<file path="src/common/overlay_pkg.sv">
// ==============================
// shared types for the tile overlay
// entity fields are fixed; slot kinds depend only on the slot index
// ==============================
`default_nettype none

package overlay_pkg;

    typedef logic [9:0]  pix_t;
    // pixel coordinate with headroom for array footprints
    typedef logic [10:0] span_t;
    typedef logic [17:0] entity_t;
    typedef logic [3:0]  slot_t;
    typedef logic [3:0]  ent_id_t;
    typedef logic [1:0]  orient_t;
    typedef logic [2:0]  row_t;
    // row, id, orientation
    typedef logic [8:0]  tile_word_t;

    // entity field positions
    localparam int ID_HI  = 17;
    localparam int ID_LO  = 14;
    localparam int OR_HI  = 13;
    localparam int OR_LO  = 12;
    localparam int TX_HI  = 11;
    localparam int TX_LO  = 8;
    localparam int TY_HI  = 7;
    localparam int TY_LO  = 4;
    localparam int LEN_HI = 3;
    localparam int LEN_LO = 0;

    localparam int         TILE_ROWS = 8;
    localparam int         NUM_SLOTS = 9;
    localparam ent_id_t    ID_UNUSED = 4'd15;
    localparam tile_word_t TILE_NONE = '1;
    localparam entity_t    ENTITY_UNUSED = {ID_UNUSED, 14'd0};

    localparam orient_t ORIENT_DOWN  = 2'd0;
    localparam orient_t ORIENT_LEFT  = 2'd1;
    localparam orient_t ORIENT_UP    = 2'd2;
    localparam orient_t ORIENT_RIGHT = 2'd3;

    localparam slot_t SLOT_ARRAY      = 4'd6;
    localparam slot_t SLOT_FLIP_FIRST = 4'd7;

    typedef enum logic [1:0] {KIND_PLAIN, KIND_ARRAY, KIND_FLIP} slot_kind_t;
    typedef enum logic [1:0] {SWEEP_IDLE, SWEEP_RUN, SWEEP_DONE} sweep_state_t;

    function automatic slot_kind_t slot_kind(slot_t idx);
        if (idx == SLOT_ARRAY) return KIND_ARRAY;
        if (idx >= SLOT_FLIP_FIRST) return KIND_FLIP;
        return KIND_PLAIN;
    endfunction

endpackage

`default_nettype wire

</file>
<file path="src/common/scan_if.sv">
// ==============================
// one slot entity per valid cycle, paired
// with the probe of the next tile
// ==============================
`timescale 1ns/1ps
`default_nettype none

interface scan_if
    import overlay_pkg::*;
();

    slot_t   slot_sel;
    entity_t entity;
    pix_t    probe_h;
    pix_t    probe_v;
    logic    valid;

    modport sweep (output slot_sel, output valid);

    modport slots (input slot_sel, output entity);

    modport timer (output probe_h, output probe_v);

    // observer only
    modport detector (input slot_sel, input entity, input probe_h, input probe_v, input valid);

endinterface

`default_nettype wire

</file>
<file path="src/design/entity_slots.sv">
// ==============================
// Wishbone classic slave, single cycles only
// addresses 9 to 15 ack, read zero, drop writes
// ==============================
`timescale 1ns/1ps
`default_nettype none

module entity_slots
    import overlay_pkg::*;
(
    input  wire logic    clk,
    input  wire logic    reset,
    input  wire logic    wb_cyc,
    input  wire logic    wb_stb,
    input  wire logic    wb_we,
    input  wire slot_t   wb_adr,
    input  wire entity_t wb_dat_w,
    output entity_t      wb_dat_r,
    output logic         wb_ack,
    scan_if.slots        scan
);

    entity_t slots [NUM_SLOTS];
    logic    req;
    logic    adr_ok;

    assign req    = wb_cyc && wb_stb;
    assign adr_ok = wb_adr < slot_t'(NUM_SLOTS);

    // ack one cycle after the request, then drop for at least one cycle
    always_ff @(posedge clk) begin
        if (!reset) begin
            wb_ack <= 1'b0;
        end else begin
            wb_ack <= req && !wb_ack;
        end
    end

    // write lands on the ack edge
    always_ff @(posedge clk) begin
        if (!reset) begin
            for (int i = 0; i < NUM_SLOTS; i++) begin
                slots[i] <= ENTITY_UNUSED;
            end
        end else if (wb_ack && req && wb_we && adr_ok) begin
            slots[wb_adr] <= wb_dat_w;
        end
    end

    assign wb_dat_r = adr_ok ? slots[wb_adr] : '0;

    // sweep side
    assign scan.entity = (scan.slot_sel < slot_t'(NUM_SLOTS)) ? slots[scan.slot_sel]
                                                              : ENTITY_UNUSED;

    ack_single_cycle: assert property (
        @(posedge clk) disable iff (!reset)
        wb_ack |=> !wb_ack
    );

endmodule

`default_nettype wire

</file>
<file path="src/design/tile_timer.sv">
// ==============================
// counter_h must step by one per clock and
// pass through 0 before the first valid tile
// ==============================
`timescale 1ns/1ps
`default_nettype none

module tile_timer
    import overlay_pkg::*;
#(
    parameter int UPSCALE = 5,
    parameter int TILES_H = 16
) (
    input  wire logic clk,
    input  wire logic reset,
    input  wire pix_t counter_h,
    input  wire pix_t counter_v,
    output logic      tile_start,
    scan_if.timer     scan
);

    localparam pix_t TILE_LEN    = pix_t'(TILE_ROWS * UPSCALE);
    localparam pix_t VISIBLE_W   = pix_t'(TILE_ROWS * UPSCALE * TILES_H);
    localparam pix_t LAST_TILE_H = VISIBLE_W - TILE_LEN;

    pix_t in_tile_q;
    pix_t in_tile;
    logic boundary;
    pix_t probe_h_q;
    pix_t probe_v_q;

    // position of the current counter_h inside its tile
    always_comb begin
        if (counter_h == '0) begin
            in_tile = '0;
        end else if (in_tile_q == TILE_LEN - pix_t'(1)) begin
            in_tile = '0;
        end else begin
            in_tile = in_tile_q + pix_t'(1);
        end
    end

    assign boundary = (in_tile == '0) && (counter_h < VISIBLE_W);

    always_ff @(posedge clk) begin
        if (!reset) begin
            in_tile_q  <= '0;
            tile_start <= 1'b0;
        end else begin
            in_tile_q  <= in_tile;
            tile_start <= boundary;
        end
    end

    // look ahead one tile, last tile wraps to column 0 of the next line
    always_ff @(posedge clk) begin
        if (boundary) begin
            if (counter_h >= LAST_TILE_H) begin
                probe_h_q <= '0;
                probe_v_q <= counter_v + pix_t'(1);
            end else begin
                probe_h_q <= counter_h + TILE_LEN;
                probe_v_q <= counter_v;
            end
        end
    end

    assign scan.probe_h = probe_h_q;
    assign scan.probe_v = probe_v_q;

    tile_start_pulse: assert property (
        @(posedge clk) disable iff (!reset)
        tile_start |=> !tile_start
    );

endmodule

`default_nettype wire

</file>
<file path="src/design/sweep_fsm.sv">
// ==============================
// one pass over all slots per tile_start
// a tile_start during a pass is ignored
// ==============================
`timescale 1ns/1ps
`default_nettype none

module sweep_fsm
    import overlay_pkg::*;
(
    input  wire logic clk,
    input  wire logic reset,
    input  wire logic tile_start,
    scan_if.sweep     scan
);

    sweep_state_t state;
    sweep_state_t state_next;
    slot_t        slot_q;
    logic         valid_q;

    always_comb begin
        state_next = state;
        case (state)
            SWEEP_IDLE: begin
                if (tile_start) state_next = SWEEP_RUN;
            end
            SWEEP_RUN: begin
                // slot 0 is the last one out
                if (slot_q == '0) state_next = SWEEP_DONE;
            end
            SWEEP_DONE: begin
                state_next = SWEEP_IDLE;
            end
            default: begin
                state_next = SWEEP_IDLE;
            end
        endcase
    end

    always_ff @(posedge clk) begin
        if (!reset) begin
            state   <= SWEEP_IDLE;
            slot_q  <= '0;
            valid_q <= 1'b0;
        end else begin
            state <= state_next;
            if (state == SWEEP_IDLE && tile_start) begin
                slot_q  <= slot_t'(NUM_SLOTS - 1);
                valid_q <= 1'b1;
            end else if (state == SWEEP_RUN && slot_q != '0) begin
                slot_q <= slot_q - slot_t'(1);
            end else if (state == SWEEP_RUN) begin
                valid_q <= 1'b0;
            end
        end
    end

    assign scan.slot_sel = slot_q;
    assign scan.valid    = valid_q;

    no_valid_in_idle: assert property (
        @(posedge clk) disable iff (!reset)
        (state == SWEEP_IDLE) |-> !valid_q
    );

    // the sweep has to finish within one tile
    sweep_fits_tile: assert property (
        @(posedge clk) disable iff (!reset)
        tile_start |-> (state == SWEEP_IDLE)
    );

endmodule

`default_nettype wire

</file>
<file path="src/entity_detector/entity_detector.sv">
// ==============================
// hits land in the holder 4 cycles after valid
// sweep and pipeline must end before the next tile_start
// ==============================
`timescale 1ns/1ps
`default_nettype none

module entity_detector
    import overlay_pkg::*;
#(
    parameter int UPSCALE = 5
) (
    input  wire logic clk,
    input  wire logic reset,
    input  wire logic tile_start,
    scan_if.detector  scan,
    output tile_word_t out_tile
);

    localparam span_t TILE_LEN = span_t'(TILE_ROWS * UPSCALE);
    localparam pix_t  TILE_LEN_PIX = pix_t'(TILE_ROWS * UPSCALE);

    // stage 1
    logic       valid_1;
    ent_id_t    id_1;
    orient_t    orient_1;
    logic [3:0] len_1;
    slot_kind_t kind_1;
    span_t      org_h_1;
    span_t      org_v_1;

    // stage 2
    logic       valid_2;
    ent_id_t    id_2;
    orient_t    orient_2;
    slot_kind_t kind_2;
    span_t      ext;
    span_t      lo_h;
    span_t      hi_h;
    span_t      lo_v;
    span_t      hi_v;
    span_t      lo_h_2;
    span_t      hi_h_2;
    span_t      lo_v_2;
    span_t      hi_v_2;

    // stage 3
    logic       hit_3;
    ent_id_t    id_3;
    orient_t    orient_3;
    logic       flip_3;
    pix_t       offs_3;

    // stage 4 and result
    row_t       row_4;
    tile_word_t holder;

    assign ext = span_t'(len_1) * TILE_LEN;

    // footprint, arrays grow toward their orientation
    always_comb begin
        lo_h = org_h_1;
        hi_h = org_h_1 + TILE_LEN;
        lo_v = org_v_1;
        hi_v = org_v_1 + TILE_LEN;
        if (kind_1 == KIND_ARRAY) begin
            case (orient_1)
                ORIENT_DOWN:  hi_v = hi_v + ext;
                ORIENT_LEFT:  lo_h = (ext > org_h_1) ? '0 : org_h_1 - ext;
                ORIENT_UP:    lo_v = (ext > org_v_1) ? '0 : org_v_1 - ext;
                ORIENT_RIGHT: hi_h = hi_h + ext;
                default:      hi_h = hi_h;
            endcase
        end
    end

    always_ff @(posedge clk) begin
        if (!reset) begin
            valid_1 <= 1'b0;
            valid_2 <= 1'b0;
            hit_3   <= 1'b0;
        end else begin
            valid_1 <= scan.valid;
            valid_2 <= valid_1;
            hit_3   <= valid_2 && (id_2 != ID_UNUSED)
                       && (span_t'(scan.probe_h) >= lo_h_2) && (span_t'(scan.probe_h) < hi_h_2)
                       && (span_t'(scan.probe_v) >= lo_v_2) && (span_t'(scan.probe_v) < hi_v_2);
        end
    end

    always_ff @(posedge clk) begin
        id_1     <= scan.entity[ID_HI:ID_LO];
        orient_1 <= scan.entity[OR_HI:OR_LO];
        len_1    <= scan.entity[LEN_HI:LEN_LO];
        kind_1   <= slot_kind(scan.slot_sel);
        org_h_1  <= span_t'(scan.entity[TX_HI:TX_LO]) * TILE_LEN;
        org_v_1  <= span_t'(scan.entity[TY_HI:TY_LO]) * TILE_LEN;

        id_2     <= id_1;
        orient_2 <= orient_1;
        kind_2   <= kind_1;
        lo_h_2   <= lo_h;
        hi_h_2   <= hi_h;
        lo_v_2   <= lo_v;
        hi_v_2   <= hi_v;

        id_3     <= id_2;
        orient_3 <= orient_2;
        flip_3   <= (kind_2 == KIND_FLIP);
        offs_3   <= scan.probe_v % TILE_LEN_PIX;
    end

    // bitmap row of the scanline inside the tile
    assign row_4 = flip_3 ? ~row_t'(offs_3 / pix_t'(UPSCALE)) : row_t'(offs_3 / pix_t'(UPSCALE));

    // later hits overwrite, so the lowest slot wins
    always_ff @(posedge clk) begin
        if (!reset) begin
            holder   <= TILE_NONE;
            out_tile <= TILE_NONE;
        end else if (tile_start) begin
            out_tile <= holder;
            holder   <= TILE_NONE;
        end else if (hit_3) begin
            holder <= {row_4, id_3, orient_3};
        end
    end

    pipeline_drained: assert property (
        @(posedge clk) disable iff (!reset)
        tile_start |-> !(scan.valid || valid_1 || valid_2 || hit_3)
    );

endmodule

`default_nettype wire

</file>
<file path="src/design/tile_overlay_top.sv">
// ==============================
// counter_h/counter_v come from external VGA timing
// out_tile is the result for the current tile
// ==============================
`timescale 1ns/1ps
`default_nettype none

module tile_overlay_top
    import overlay_pkg::*;
#(
    parameter int UPSCALE = 5,
    parameter int TILES_H = 16
) (
    input  wire logic    clk,
    input  wire logic    reset,
    input  wire logic    wb_cyc,
    input  wire logic    wb_stb,
    input  wire logic    wb_we,
    input  wire slot_t   wb_adr,
    input  wire entity_t wb_dat_w,
    output entity_t      wb_dat_r,
    output logic         wb_ack,
    input  wire pix_t    counter_h,
    input  wire pix_t    counter_v,
    output tile_word_t   out_tile
);

    logic tile_start;

    scan_if scan ();

    entity_slots slots_i (
        .clk      (clk),
        .reset    (reset),
        .wb_cyc   (wb_cyc),
        .wb_stb   (wb_stb),
        .wb_we    (wb_we),
        .wb_adr   (wb_adr),
        .wb_dat_w (wb_dat_w),
        .wb_dat_r (wb_dat_r),
        .wb_ack   (wb_ack),
        .scan     (scan.slots)
    );

    tile_timer #(.UPSCALE(UPSCALE), .TILES_H(TILES_H)) timer_i (
        .clk        (clk),
        .reset      (reset),
        .counter_h  (counter_h),
        .counter_v  (counter_v),
        .tile_start (tile_start),
        .scan       (scan.timer)
    );

    sweep_fsm sweep_i (
        .clk        (clk),
        .reset      (reset),
        .tile_start (tile_start),
        .scan       (scan.sweep)
    );

    entity_detector #(.UPSCALE(UPSCALE)) detector_i (
        .clk        (clk),
        .reset      (reset),
        .tile_start (tile_start),
        .scan       (scan.detector),
        .out_tile   (out_tile)
    );

endmodule

`default_nettype wire

</file>
<file path="config.mk">
export PLATFORM = sky130hd
export DESIGN_NAME = tile_overlay_top
export DESIGN_NICKNAME = d
export VERILOG_FILES = /design/src/common/overlay_pkg.sv /design/src/common/scan_if.sv /design/src/design/entity_slots.sv /design/src/design/tile_timer.sv /design/src/design/sweep_fsm.sv /design/src/entity_detector/entity_detector.sv /design/src/design/tile_overlay_top.sv
export SDC_FILE = /design/constraint.sdc
export NUM_CORES = 1
export LEC_CHECK = 0
export ABC_AREA = 0
export ABC_CLOCK_PERIOD_IN_PS = 4600
export BUFFER_PORTS_ARGS = -buffer_cell sky130_fd_sc_hd__buf_4
export CAP_MARGIN = 10
export CORE_MARGIN = 2
export CORE_UTILIZATION = 45
export CTS_BUF_LIST = sky130_fd_sc_hd__clkbuf_4
export DETAILED_ROUTE_END_ITERATION = 8
export PLACE_DENSITY = 0.68
export SYNTH_ARGS = -nofsm -noshare
export SYNTH_HDL_FRONTEND = slang
export SYNTH_HIERARCHICAL = 1
export SYNTH_SLANG_ARGS = --single-unit
export TNS_END_PERCENT = 30
</file>
<file path="constraint.sdc">
create_clock -name clk -period 4.6 [get_ports clk]
set_clock_uncertainty 0.2 [all_clocks]
set_input_delay 0.92 -clock clk [delete_from_list [all_inputs] [get_ports clk]]
set_output_delay 0.92 -clock clk [all_outputs]
set_load 0.02 [all_outputs]
</file>
==> results.json, run 1 <==
{
  "grt_first_pass_wirelength_mm": 66.92,
  "final-setup-viol-count": 0,
  "critical-path-top-delay-family": "compound AO/OA/AOI/OAI gates",
  "synth-xor-area-share": 0.03429,
  "multiInputGateArea_mm2": 0.008112,
  "worstReg2RegStart": "detector_i/offs_3[9]$_DFF_P_",
  "wl_per_cell_um": 19.35,
  "reg2reg_slack_ns": 0.31,
  "power.leakage_nw": 7.170,
  "coreArea_mm2": 0.03643,
  "ys_ff_latch": 305,
  "fin_tns_setup_ns": 0,
  "dominantRegCellSynth": "edfxtp_1",
  "layout-drive-gt1-share": 0.2228,
  "fp.dieW_um": 196.1,
  "final_common_cell": "edfxtp_1",
  "place_ws_ns": 0.2687,
  "io_pins": 75,
  "slew_headroom": 0.3405,
  "slew_viol_final": 0,
  "synthMuxAreaShare": 0.1103,
  "portBuffers": 74,
  "cts_tree": "built",
  "worst-path-stages": 19,
  "rsz0062_at_grt": "false",
  "grt_max_degree": 42,
  "clk_latency_ns": 0.76,
  "ant_nets": 0,
  "seq_area_mm2": 0.007929,
  "synth_edf_count": 182,
  "synth_top_family_by_area": "simple AND/OR/NAND/NOR gates",
  "period_share": 0.9319,
  "track_usage": 0.2239,
  "clkTransAtPathRegs_ns": 0.07,
  "cp.required_ns": 4.99,
  "fin_nets": 1797,
  "cts_buffer_depth": 3,
  "syn_area_mm2": 0.01660,
  "fmax_ghz": 0.2333,
  "gp_congestion": 0.8255,
  "dieArea_mm2": 0.03845,
  "path_cells": "buf_4 -> and3_1 -> o21ai_0 -> a41oi_2 -> nor2_1 -> buf_4 -> buf_4 -> nor3_1 -> a2111oi_1 -> buf_4 -> ha_1 -> nor4_1 -> a221o_1 -> a211oi_1 -> buf_4 -> a2111o_1 -> a22oi_2 -> xor2_1 -> o21ai_1",
  "cts_max_level": 3,
  "tightest_slew_ns": 0.9811,
  "vias_per_cell": 5.671,
  "fin_ws_ns": 0.3131,
  "grt_pass1_vias": 12450,
  "synth.distinct_cells": 89,
  "cp-endpoint": "detector_i/holder[6]$_SDFFE_PP1P_",
  "place_hpwl_mm": 28.60,
  "cp-startpoint": "detector_i/offs_3[9]$_DFF_P_",
  "maxCapViolCount": 0,
  "synth_compound_area_frac": 0.1145,
  "outcome": "completed",
  "ctsHoldBuffers": 0,
  "synthArstFlopShare": 0,
  "synth_simple_gate_area_frac": 0.1625,
  "firstDrtPassIters": 5,
  "critPathBufInv": 5,
  "max_stage_delay_ns": 0.57,
  "ys_warn_count": 6,
  "cellPowerDensity_mw_per_mm2": 349.6,
  "hp-class": "flop to flop",
  "route.detailed.drc": 0,
  "layout_common_cells": "edfxtp_1, nor2_1, nand2_1",
  "yosys.area_share.adder": 0.06270,
  "antenna_found_initial": 2,
  "cp.arrival_ns": 4.68,
  "cp_max_fo": 13,
  "numCtsBuffers": 81,
  "clockRootBuffer": "clkbuf_4",
  "drt_wl_total_mm": 42.53,
  "fin_crit_ns": 4.287,
  "cts_num_sinks": 305,
  "initial_utilization": 0.4557,
  "critPathCaptureType": "flop",
  "crit_path_start_kind": "flop",
  "hold_viol": 0,
  "vias": 12470,
  "die_y_um": 196.1,
  "cpMaxStageDelayCell": "dfxtp_1",
  "netlist_instances": 1537,
  "ys_seq_area_frac": 0.4775,
  "syn2layout_area_growth_pct": 13.91,
  "critPathMostFrequentCell": "buf_4",
  "postSynthAreaPerCell_um2": 10.80,
  "path_class": "flop to flop",
  "vdd_drop_max_mv": 0.2364,
  "grt_overflow": 0,
  "rows": 70,
  "r2r-end": "detector_i/holder[6]$_SDFFE_PP1P_",
  "drt_iter0_markers": 1094,
  "fillers": 3275,
  "reg2reg_depth": 19
}
==> through the flow <==
step	area, µm²	utilization	hold WS, ns	power, mW	cells
final	18910	0.5191	0.1242	6.612	2198
after global routing	18910	0.5191	0.1396	6.963	2198
after CTS	18900	0.5188	0.1316	6.694	2196
after detailed placement	17870	0.4906	0.1144	4.283	2056
after global placement	17870	0.4906	0.1156	4.257	2056
after floorplan	16610	-	0.1096	3.940	1540
==> final cells by class <==
| class | instances | area share |
|---|---|---|
| sequential | 305 | 0.4192 |
| tap | 468 | 0.03096 |
| timing repair buffer | 131 | 0.05464 |
| multi-input combinational | 1093 | 0.4289 |
| clock buffer | 115 | 0.04565 |
| inverter | 59 | 0.01171 |
| antenna | 2 | 0.0002646 |
| clock inverter | 25 | 0.008666 |
==> cell usage after synthesis (all sizes together), types with 6 or more instances <==
library cell | n | area (µm²)
a21o | 25 | 187.7
a21oi | 43 | 215.2
or4 | 9 | 78.82
nor4 | 13 | 108.9
edfxtp | 182 | 5465
xnor2 | 43 | 376.6
nor3b | 6 | 45.04
o22ai | 19 | 118.9
o21ai | 82 | 410.4
inv | 57 | 214.0
xor2 | 22 | 192.7
nor3 | 13 | 65.06
mux2i | 21 | 210.2
nand2b | 27 | 183.9
nand3 | 19 | 107.6
o31ai | 18 | 135.1
dfxtp | 123 | 2462
a22oi | 21 | 162.6
clkbuf | 40 | 150.1
mux4 | 54 | 1216
ha | 72 | 900.9
buf | 43 | 260.2
nand4 | 10 | 62.56
and3 | 11 | 73.82
fa | 7 | 140.1
nor2 | 173 | 651.9
nor2b | 43 | 269.0
nand2 | 171 | 641.9
mux2 | 36 | 405.4
a211oi | 7 | 52.55
o21a | 8 | 60.06
and2 | 26 | 165.1
==> cell families (layout without fill, tap and decap cells) <==
family | Yosys count | in the layout
AO/OA/AOI/OAI | 285 | 285
XOR/XNOR | 65 | 65
adder cells (fa/ha/maj) | 79 | 79
buffers and inverters | 142 | 330
flip-flops | 305 | 305
multiplexers | 111 | 111
other | 1 | 6
AND/OR/NAND/NOR | 549 | 549
==> state kept, by name, summed over array words and instances (netlist names), 8 cells and up <==
name	flops
detector_i/holder	9
detector_i/hi_h_2	8
slots_i/slots	162
timer_i/scan.probe_v	10
detector_i/lo_v_2	8
detector_i/lo_h_2	8
timer_i/scan.probe_h	10
timer_i/in_tile_q	10
detector_i/offs_3	10
detector_i/out_tile	9
detector_i/hi_v_2	8
==> what timing repair did <==
item,in CTS,in global routing
buffers inserted,0,0
gates resized for setup,0,1
hold endpoints to repair,0,0
endpoints found under the setup margin,0,1
==> metal layers <==
metal  track usage  wire length (µm)
met1        0.2776             17210
met2        0.3817             21070
met3       0.04538              2913
met4       0.09428              1339
met5             0                 0
==> report_power, final <==
group / internal, mW / total [mW] / switching (mW)
sequential: 3.01 / 3.10 / 0.0940
combinational: 0.514 / 1.13 / 0.619
clock: 1.26 / 2.38 / 1.11
total: 4.79 / 6.61 / 1.83
==> worst min-delay path by stage <==
stage / to / slack (ns) / start / cells past startpoint
after floorplan: detector_i/id_2[0]$_DFF_P_ / 0.11 / detector_i/id_1[0]$_DFF_P_ / 0
after global placement: detector_i/id_2[3]$_DFF_P_ / 0.12 / detector_i/id_1[3]$_DFF_P_ / 0
after detailed placement: detector_i/id_2[1]$_DFF_P_ / 0.11 / detector_i/id_1[1]$_DFF_P_ / 0
after CTS: detector_i/orient_3[1]$_DFF_P_ / 0.13 / detector_i/orient_2[1]$_DFF_P_ / 0
after global routing: detector_i/id_2[3]$_DFF_P_ / 0.14 / detector_i/id_1[3]$_DFF_P_ / 0
final: detector_i/orient_3[1]$_DFF_P_ / 0.12 / detector_i/orient_2[1]$_DFF_P_ / 0
Power figures use the tool's default switching activity.
==> run 2, diff against run 1 <==
==> constraint.sdc (replaced) <==
create_clock -name clk -period 4.6 [get_ports clk]
set_clock_uncertainty 0.2 [all_clocks]
set_input_delay 0.92 -clock clk [delete_from_list [all_inputs] [get_ports clk]]
set_output_delay 0.92 -clock clk [all_outputs]
set_load 0.1 [all_outputs]
==> results.json, run 2 (same netlist as run 1, synthesis figures left out) <==
{
  "gp_congestion": 0.8401,
  "coreArea_mm2": 0.03643,
  "cts_tree": "built",
  "top_register": "slots_i/slots",
  "route.detailed.drc": 0,
  "rows": 70,
  "largest_register_ffs": 162,
  "cp_max_fo": 5,
  "antenna_found_initial": 2,
  "cts_buffer_depth": 3,
  "layout_common_cells": "edfxtp_1, nor2_1, nand2_1",
  "syn2layout_area_growth_pct": 13.56,
  "path_class": "flop to flop",
  "vias": 12600,
  "layout-drive-gt1-share": 0.2216,
  "grt_pass1_vias": 12500,
  "fin_crit_ns": 4.326,
  "vdd_drop_max_mv": 0.2191,
  "cellPowerDensity_mw_per_mm2": 355.1,
  "grt_max_degree": 42,
  "cp.arrival_ns": 4.73,
  "crit_path_start_kind": "flop",
  "maxCapViolCount": 0,
  "numCtsBuffers": 81,
  "period_share": 0.9405,
  "hp-class": "flop to flop",
  "place_hpwl_mm": 29.09,
  "clkTransAtPathRegs_ns": 0.06,
  "cp.required_ns": 5.00,
  "wl_per_cell_um": 19.53,
  "ant_nets": 0,
  "ctsHoldBuffers": 0,
  "drt_wl_total_mm": 42.83,
  "outcome": "completed",
  "firstDrtPassIters": 5,
  "hold_ws_ns": 0.1284,
  "slew_viol_final": 0,
  "die_y_um": 196.1,
  "critPathCaptureType": "flop",
  "final-setup-viol-count": 0,
  "stdcell_area_mm2": 0.01885,
  "fp.dieW_um": 196.1,
  "fmax_ghz": 0.2311,
  "place_area_mm2": 0.01782,
  "hold_viol": 0,
  "fin_nets": 1793,
  "slew_headroom": 0.2591,
  "power.leakage_nw": 7.145,
  "track_usage": 0.2228,
  "drt_iter0_markers": 1095,
  "grt_overflow": 0,
  "vias_per_cell": 5.744,
  "cts_max_level": 3,
  "io_pins": 75,
  "clk_latency_ns": 0.76,
  "clockRootBuffer": "clkbuf_4",
  "dieArea_mm2": 0.03845,
  "initial_utilization": 0.4557,
  "final_common_cell": "edfxtp_1",
  "cts_setup_buffers": 0,
  "portBuffers": 74,
  "grt_first_pass_wirelength_mm": 66.73,
  "cts_num_sinks": 305,
  "tightest_slew_ns": 1.102
}
-- run 2: cell count changes in the layout (fill, tap and decap cells not counted), sizes merged --
| cell | before | now |
|---|---|---|
| buf | 131 | 127 |
| clkinv | 22 | 25 |
| clkbuf | 115 | 113 |
| clkinvlp | 1 | 0 |
| diode | 2 | 1 |
-- run 2: layer usage --
layer | GRT usage | routed length (µm) | vias to the layer above
met5 | 0 | 0 | -
met4 | 0.09680 | 1398 | 0
met3 | 0.04521 | 3219 | 114
met2 | 0.3738 | 20800 | 556
met1 | 0.2801 | 17420 | 6026
li1 | - | - | 5901
-- run 2: final cells by class --
class | count | area, µm²
Clock inverter | 27 | 173.9
Tap cell | 468 | 585.6
Inverter | 59 | 221.5
Sequential cell | 305 | 7930
Timing Repair Buffer | 127 | 978.4
Fill cell | 3254 | 17580
Antenna cell | 1 | 2.502
Multi-Input combinational cell | 1093 | 8114
Clock buffer | 113 | 848.3
-- run 2: repair_timing --
action,in CTS,in global routing
hold endpoints to repair,0,0
endpoints found under the setup margin,0,2
resized for setup,0,3
-- run 2: through the flow --
stage / TNS, ns / util / power, mW / setup WS [ns] / instances
global route: -0.03447 / 0.5175 / 7.021 / -0.03447 / 2193
CTS: 0 / 0.5171 / 6.749 / 0.1995 / 2192
detailed placement: 0 / 0.4890 / 4.354 / 0.2484 / 2052
floorplan: -4.112 / - / 4.017 / -0.4434 / 1540
finish: 0 / 0.5175 / 6.695 / 0.2735 / 2193
global placement: 0 / 0.4890 / 4.329 / 0.2777 / 2052
-- run 2: critical path: stages, from the launching register on --
cell and delay [ns]:
dfxtp_1 0.32, or4b_4 0.57, or4_1 0.48, o211ai_1 0.15, a31oi_1 0.22, nand2_1 0.15, o31ai_1 0.10, a2111oi_2 0.38
buf_4 0.18, ha_1 0.21, nand2_1 0.07, o311a_1 0.30, a211oi_2 0.25, buf_4 0.17, nand2_1 0.06, a22oi_2 0.17
xor2_1 0.17, o21ai_1 0.07
-- run 2: final timing paths --
check / cells after the start / end / slack [ns] / start
worst max-delay path: 17 / detector_i/holder[6]$_SDFFE_PP1P_ / 0.27 / detector_i/offs_3[1]$_DFF_P_
worst min-delay path: 0 / detector_i/orient_3[0]$_DFF_P_ / 0.13 / detector_i/orient_2[0]$_DFF_P_
worst max register to register: 17 / detector_i/holder[6]$_SDFFE_PP1P_ / 0.27 / detector_i/offs_3[1]$_DFF_P_
worst min register to register: 0 / detector_i/orient_3[0]$_DFF_P_ / 0.13 / detector_i/orient_2[0]$_DFF_P_
-- run 2: power by group --
group	internal (mW)	switching (mW)	leakage, nW
clock	1.25	1.13	0.607
combinational	0.510	0.705	3.77
sequential	3.01	0.0915	2.77
==> run 3, diff against run 2 <==
SETUP_SLACK_MARGIN = 0.5   (was default)
==> results.json, run 3 (same netlist as run 1, synthesis figures left out) <==
{
  "firstDrtPassIters": 5,
  "route.detailed.drc": 0,
  "fin_util": 0.5205,
  "portBuffers": 74,
  "fp.dieW_um": 196.1,
  "rows": 70,
  "critPathBufInv": 3,
  "cp.arrival_ns": 4.40,
  "vias": 12450,
  "worst-path-stages": 18,
  "reg2reg_depth": 18,
  "dieArea_mm2": 0.03845,
  "period_share": 0.8678,
  "grt_overflow": 0,
  "fin_cells": 2193,
  "reg2reg_slack_ns": 0.61,
  "cp-endpoint": "detector_i/holder[6]$_SDFFE_PP1P_",
  "final-setup-viol-count": 0,
  "drt_wl_total_mm": 41.55,
  "numCtsBuffers": 80,
  "cellPowerDensity_mw_per_mm2": 350.7,
  "path_cells": "or4b_4 -> or4_1 -> o211ai_1 -> a31oi_1 -> nand2_2 -> buf_6 -> nor3_4 -> a2111oi_4 -> buf_4 -> buf_6 -> ha_4 -> nor2_2 -> a22oi_1 -> o21bai_1 -> a2111o_1 -> a22oi_2 -> xor2_1 -> o21ai_1",
  "cts_buffer_depth": 3,
  "r2r-end": "detector_i/holder[6]$_SDFFE_PP1P_",
  "final_common_cell": "edfxtp_1",
  "vdd_drop_max_mv": 0.2665,
  "coreArea_mm2": 0.03643,
  "place_ws_ns": 0.2779,
  "cpMaxStageDelayCell": "or4b_4",
  "grt_pass1_vias": 12450,
  "layout_common_cells": "edfxtp_1, nor2_1, nand2_1",
  "max_stage_delay_ns": 0.57,
  "initial_utilization": 0.4557,
  "multiInputGateArea_mm2": 0.008245,
  "largest_register_ffs": 162,
  "dp_cells": 2048,
  "cp.required_ns": 5.01,
  "fillers": 3261,
  "critPathCaptureType": "flop",
  "slew_viol_final": 0,
  "top_register": "slots_i/slots",
  "layout-drive-gt1-share": 0.2362,
  "cts_num_sinks": 305,
  "fin_crit_ns": 3.992,
  "cts_max_level": 3,
  "cp-startpoint": "detector_i/offs_3[2]$_DFF_P_",
  "critical-path-top-delay-family": "compound AO/OA/AOI/OAI gates",
  "seq_area_mm2": 0.007938,
  "cp_max_fo": 4,
  "cts_tree": "built",
  "grt_first_pass_wirelength_mm": 66.08,
  "wl_per_cell_um": 18.95,
  "fin_ws_ns": 0.6083,
  "drt_iter0_markers": 955,
  "gp_congestion": 0.8497,
  "hp-class": "flop to flop",
  "fmax_ghz": 0.2505,
  "ant_nets": 0,
  "rsz0062_at_grt": "true",
  "antenna_found_initial": 2,
  "outcome": "completed",
  "ctsHoldBuffers": 0,
  "worstReg2RegStart": "detector_i/offs_3[2]$_DFF_P_",
  "die_y_um": 196.1,
  "clk_latency_ns": 0.76,
  "vias_per_cell": 5.676,
  "grt_max_degree": 42,
  "track_usage": 0.2188,
  "power.leakage_nw": 7.145,
  "clockRootBuffer": "clkbuf_4",
  "place_hpwl_mm": 27.99,
  "clkTransAtPathRegs_ns": 0.07,
  "path_class": "flop to flop",
  "fin_nets": 1794,
  "slew_headroom": 0.3100,
  "maxCapViolCount": 0,
  "critPathMostFrequentCell": "buf_6",
  "hold_viol": 0,
  "syn2layout_area_growth_pct": 14.23,
  "io_pins": 75,
  "tightest_slew_ns": 1.026,
  "crit_path_start_kind": "flop"
}
==> run 3: through the flow <==
step           hold WS, ns  power, mW  instance area, µm²  TNS (ns)
6_report            0.1271      6.651               18970         0
5_1_grt             0.1382      7.003               18970         0
4_1_cts             0.1278      6.680               18800         0
3_3_place_gp        0.1143      4.320               17790         0
2_1_floorplan       0.1096      4.020               16630    -1.647
3_5_place_dp        0.1128      4.346               17790         0
==> run 3: repair_timing <==
action | in CTS | in global routing
setup buffers | 2 | 4
gates resized for setup | 5 | 30
endpoints found under the setup margin | 2 | 3
pin swaps | 2 | 19
==> run 3: how the worst min path moves through the flow <==
| stage | startpoint | to | slack (ns) | depth (start not counted) |
|---|---|---|---|---|
| 6_report | detector_i/id_1[1]$_DFF_P_ | detector_i/id_2[1]$_DFF_P_ | 0.13 | 0 |
| 5_1_grt | detector_i/id_1[3]$_DFF_P_ | detector_i/id_2[3]$_DFF_P_ | 0.14 | 0 |
| 2_1_floorplan | detector_i/id_1[0]$_DFF_P_ | detector_i/id_2[0]$_DFF_P_ | 0.11 | 0 |
| 3_5_place_dp | detector_i/id_1[1]$_DFF_P_ | detector_i/id_2[1]$_DFF_P_ | 0.11 | 0 |
| 4_1_cts | detector_i/id_1[1]$_DFF_P_ | detector_i/id_2[1]$_DFF_P_ | 0.13 | 0 |
| 3_3_place_gp | detector_i/id_1[3]$_DFF_P_ | detector_i/id_2[3]$_DFF_P_ | 0.11 | 0 |
==> run 3: layer usage <==
layer	track usage	vias up	part of all wire
li1	-	5908	-
met5	0	-	0
met3	0.04487	92	0.069
met2	0.3698	475	0.49
met1	0.2768	5973	0.41
met4	0.08446	0	0.026
==> run 3: layout make-up <==
| cell class | instances | share of cell area |
|---|---|---|
| Clock buffer | 113 | 0.04473 |
| Sequential cell | 305 | 0.4185 |
| Multi-Input combinational cell | 1093 | 0.4348 |
| Tap cell | 468 | 0.03087 |
| Clock inverter | 24 | 0.006861 |
| Timing Repair Buffer | 129 | 0.05232 |
| Inverter | 59 | 0.01168 |
| Antenna cell | 2 | 0.0002639 |
==> run 3: where the power goes <==
group	total (mW)	internal, mW	switching, mW
combinational	1.26	0.539	0.722
sequential	3.10	3.01	0.0895
clock	2.29	1.18	1.11
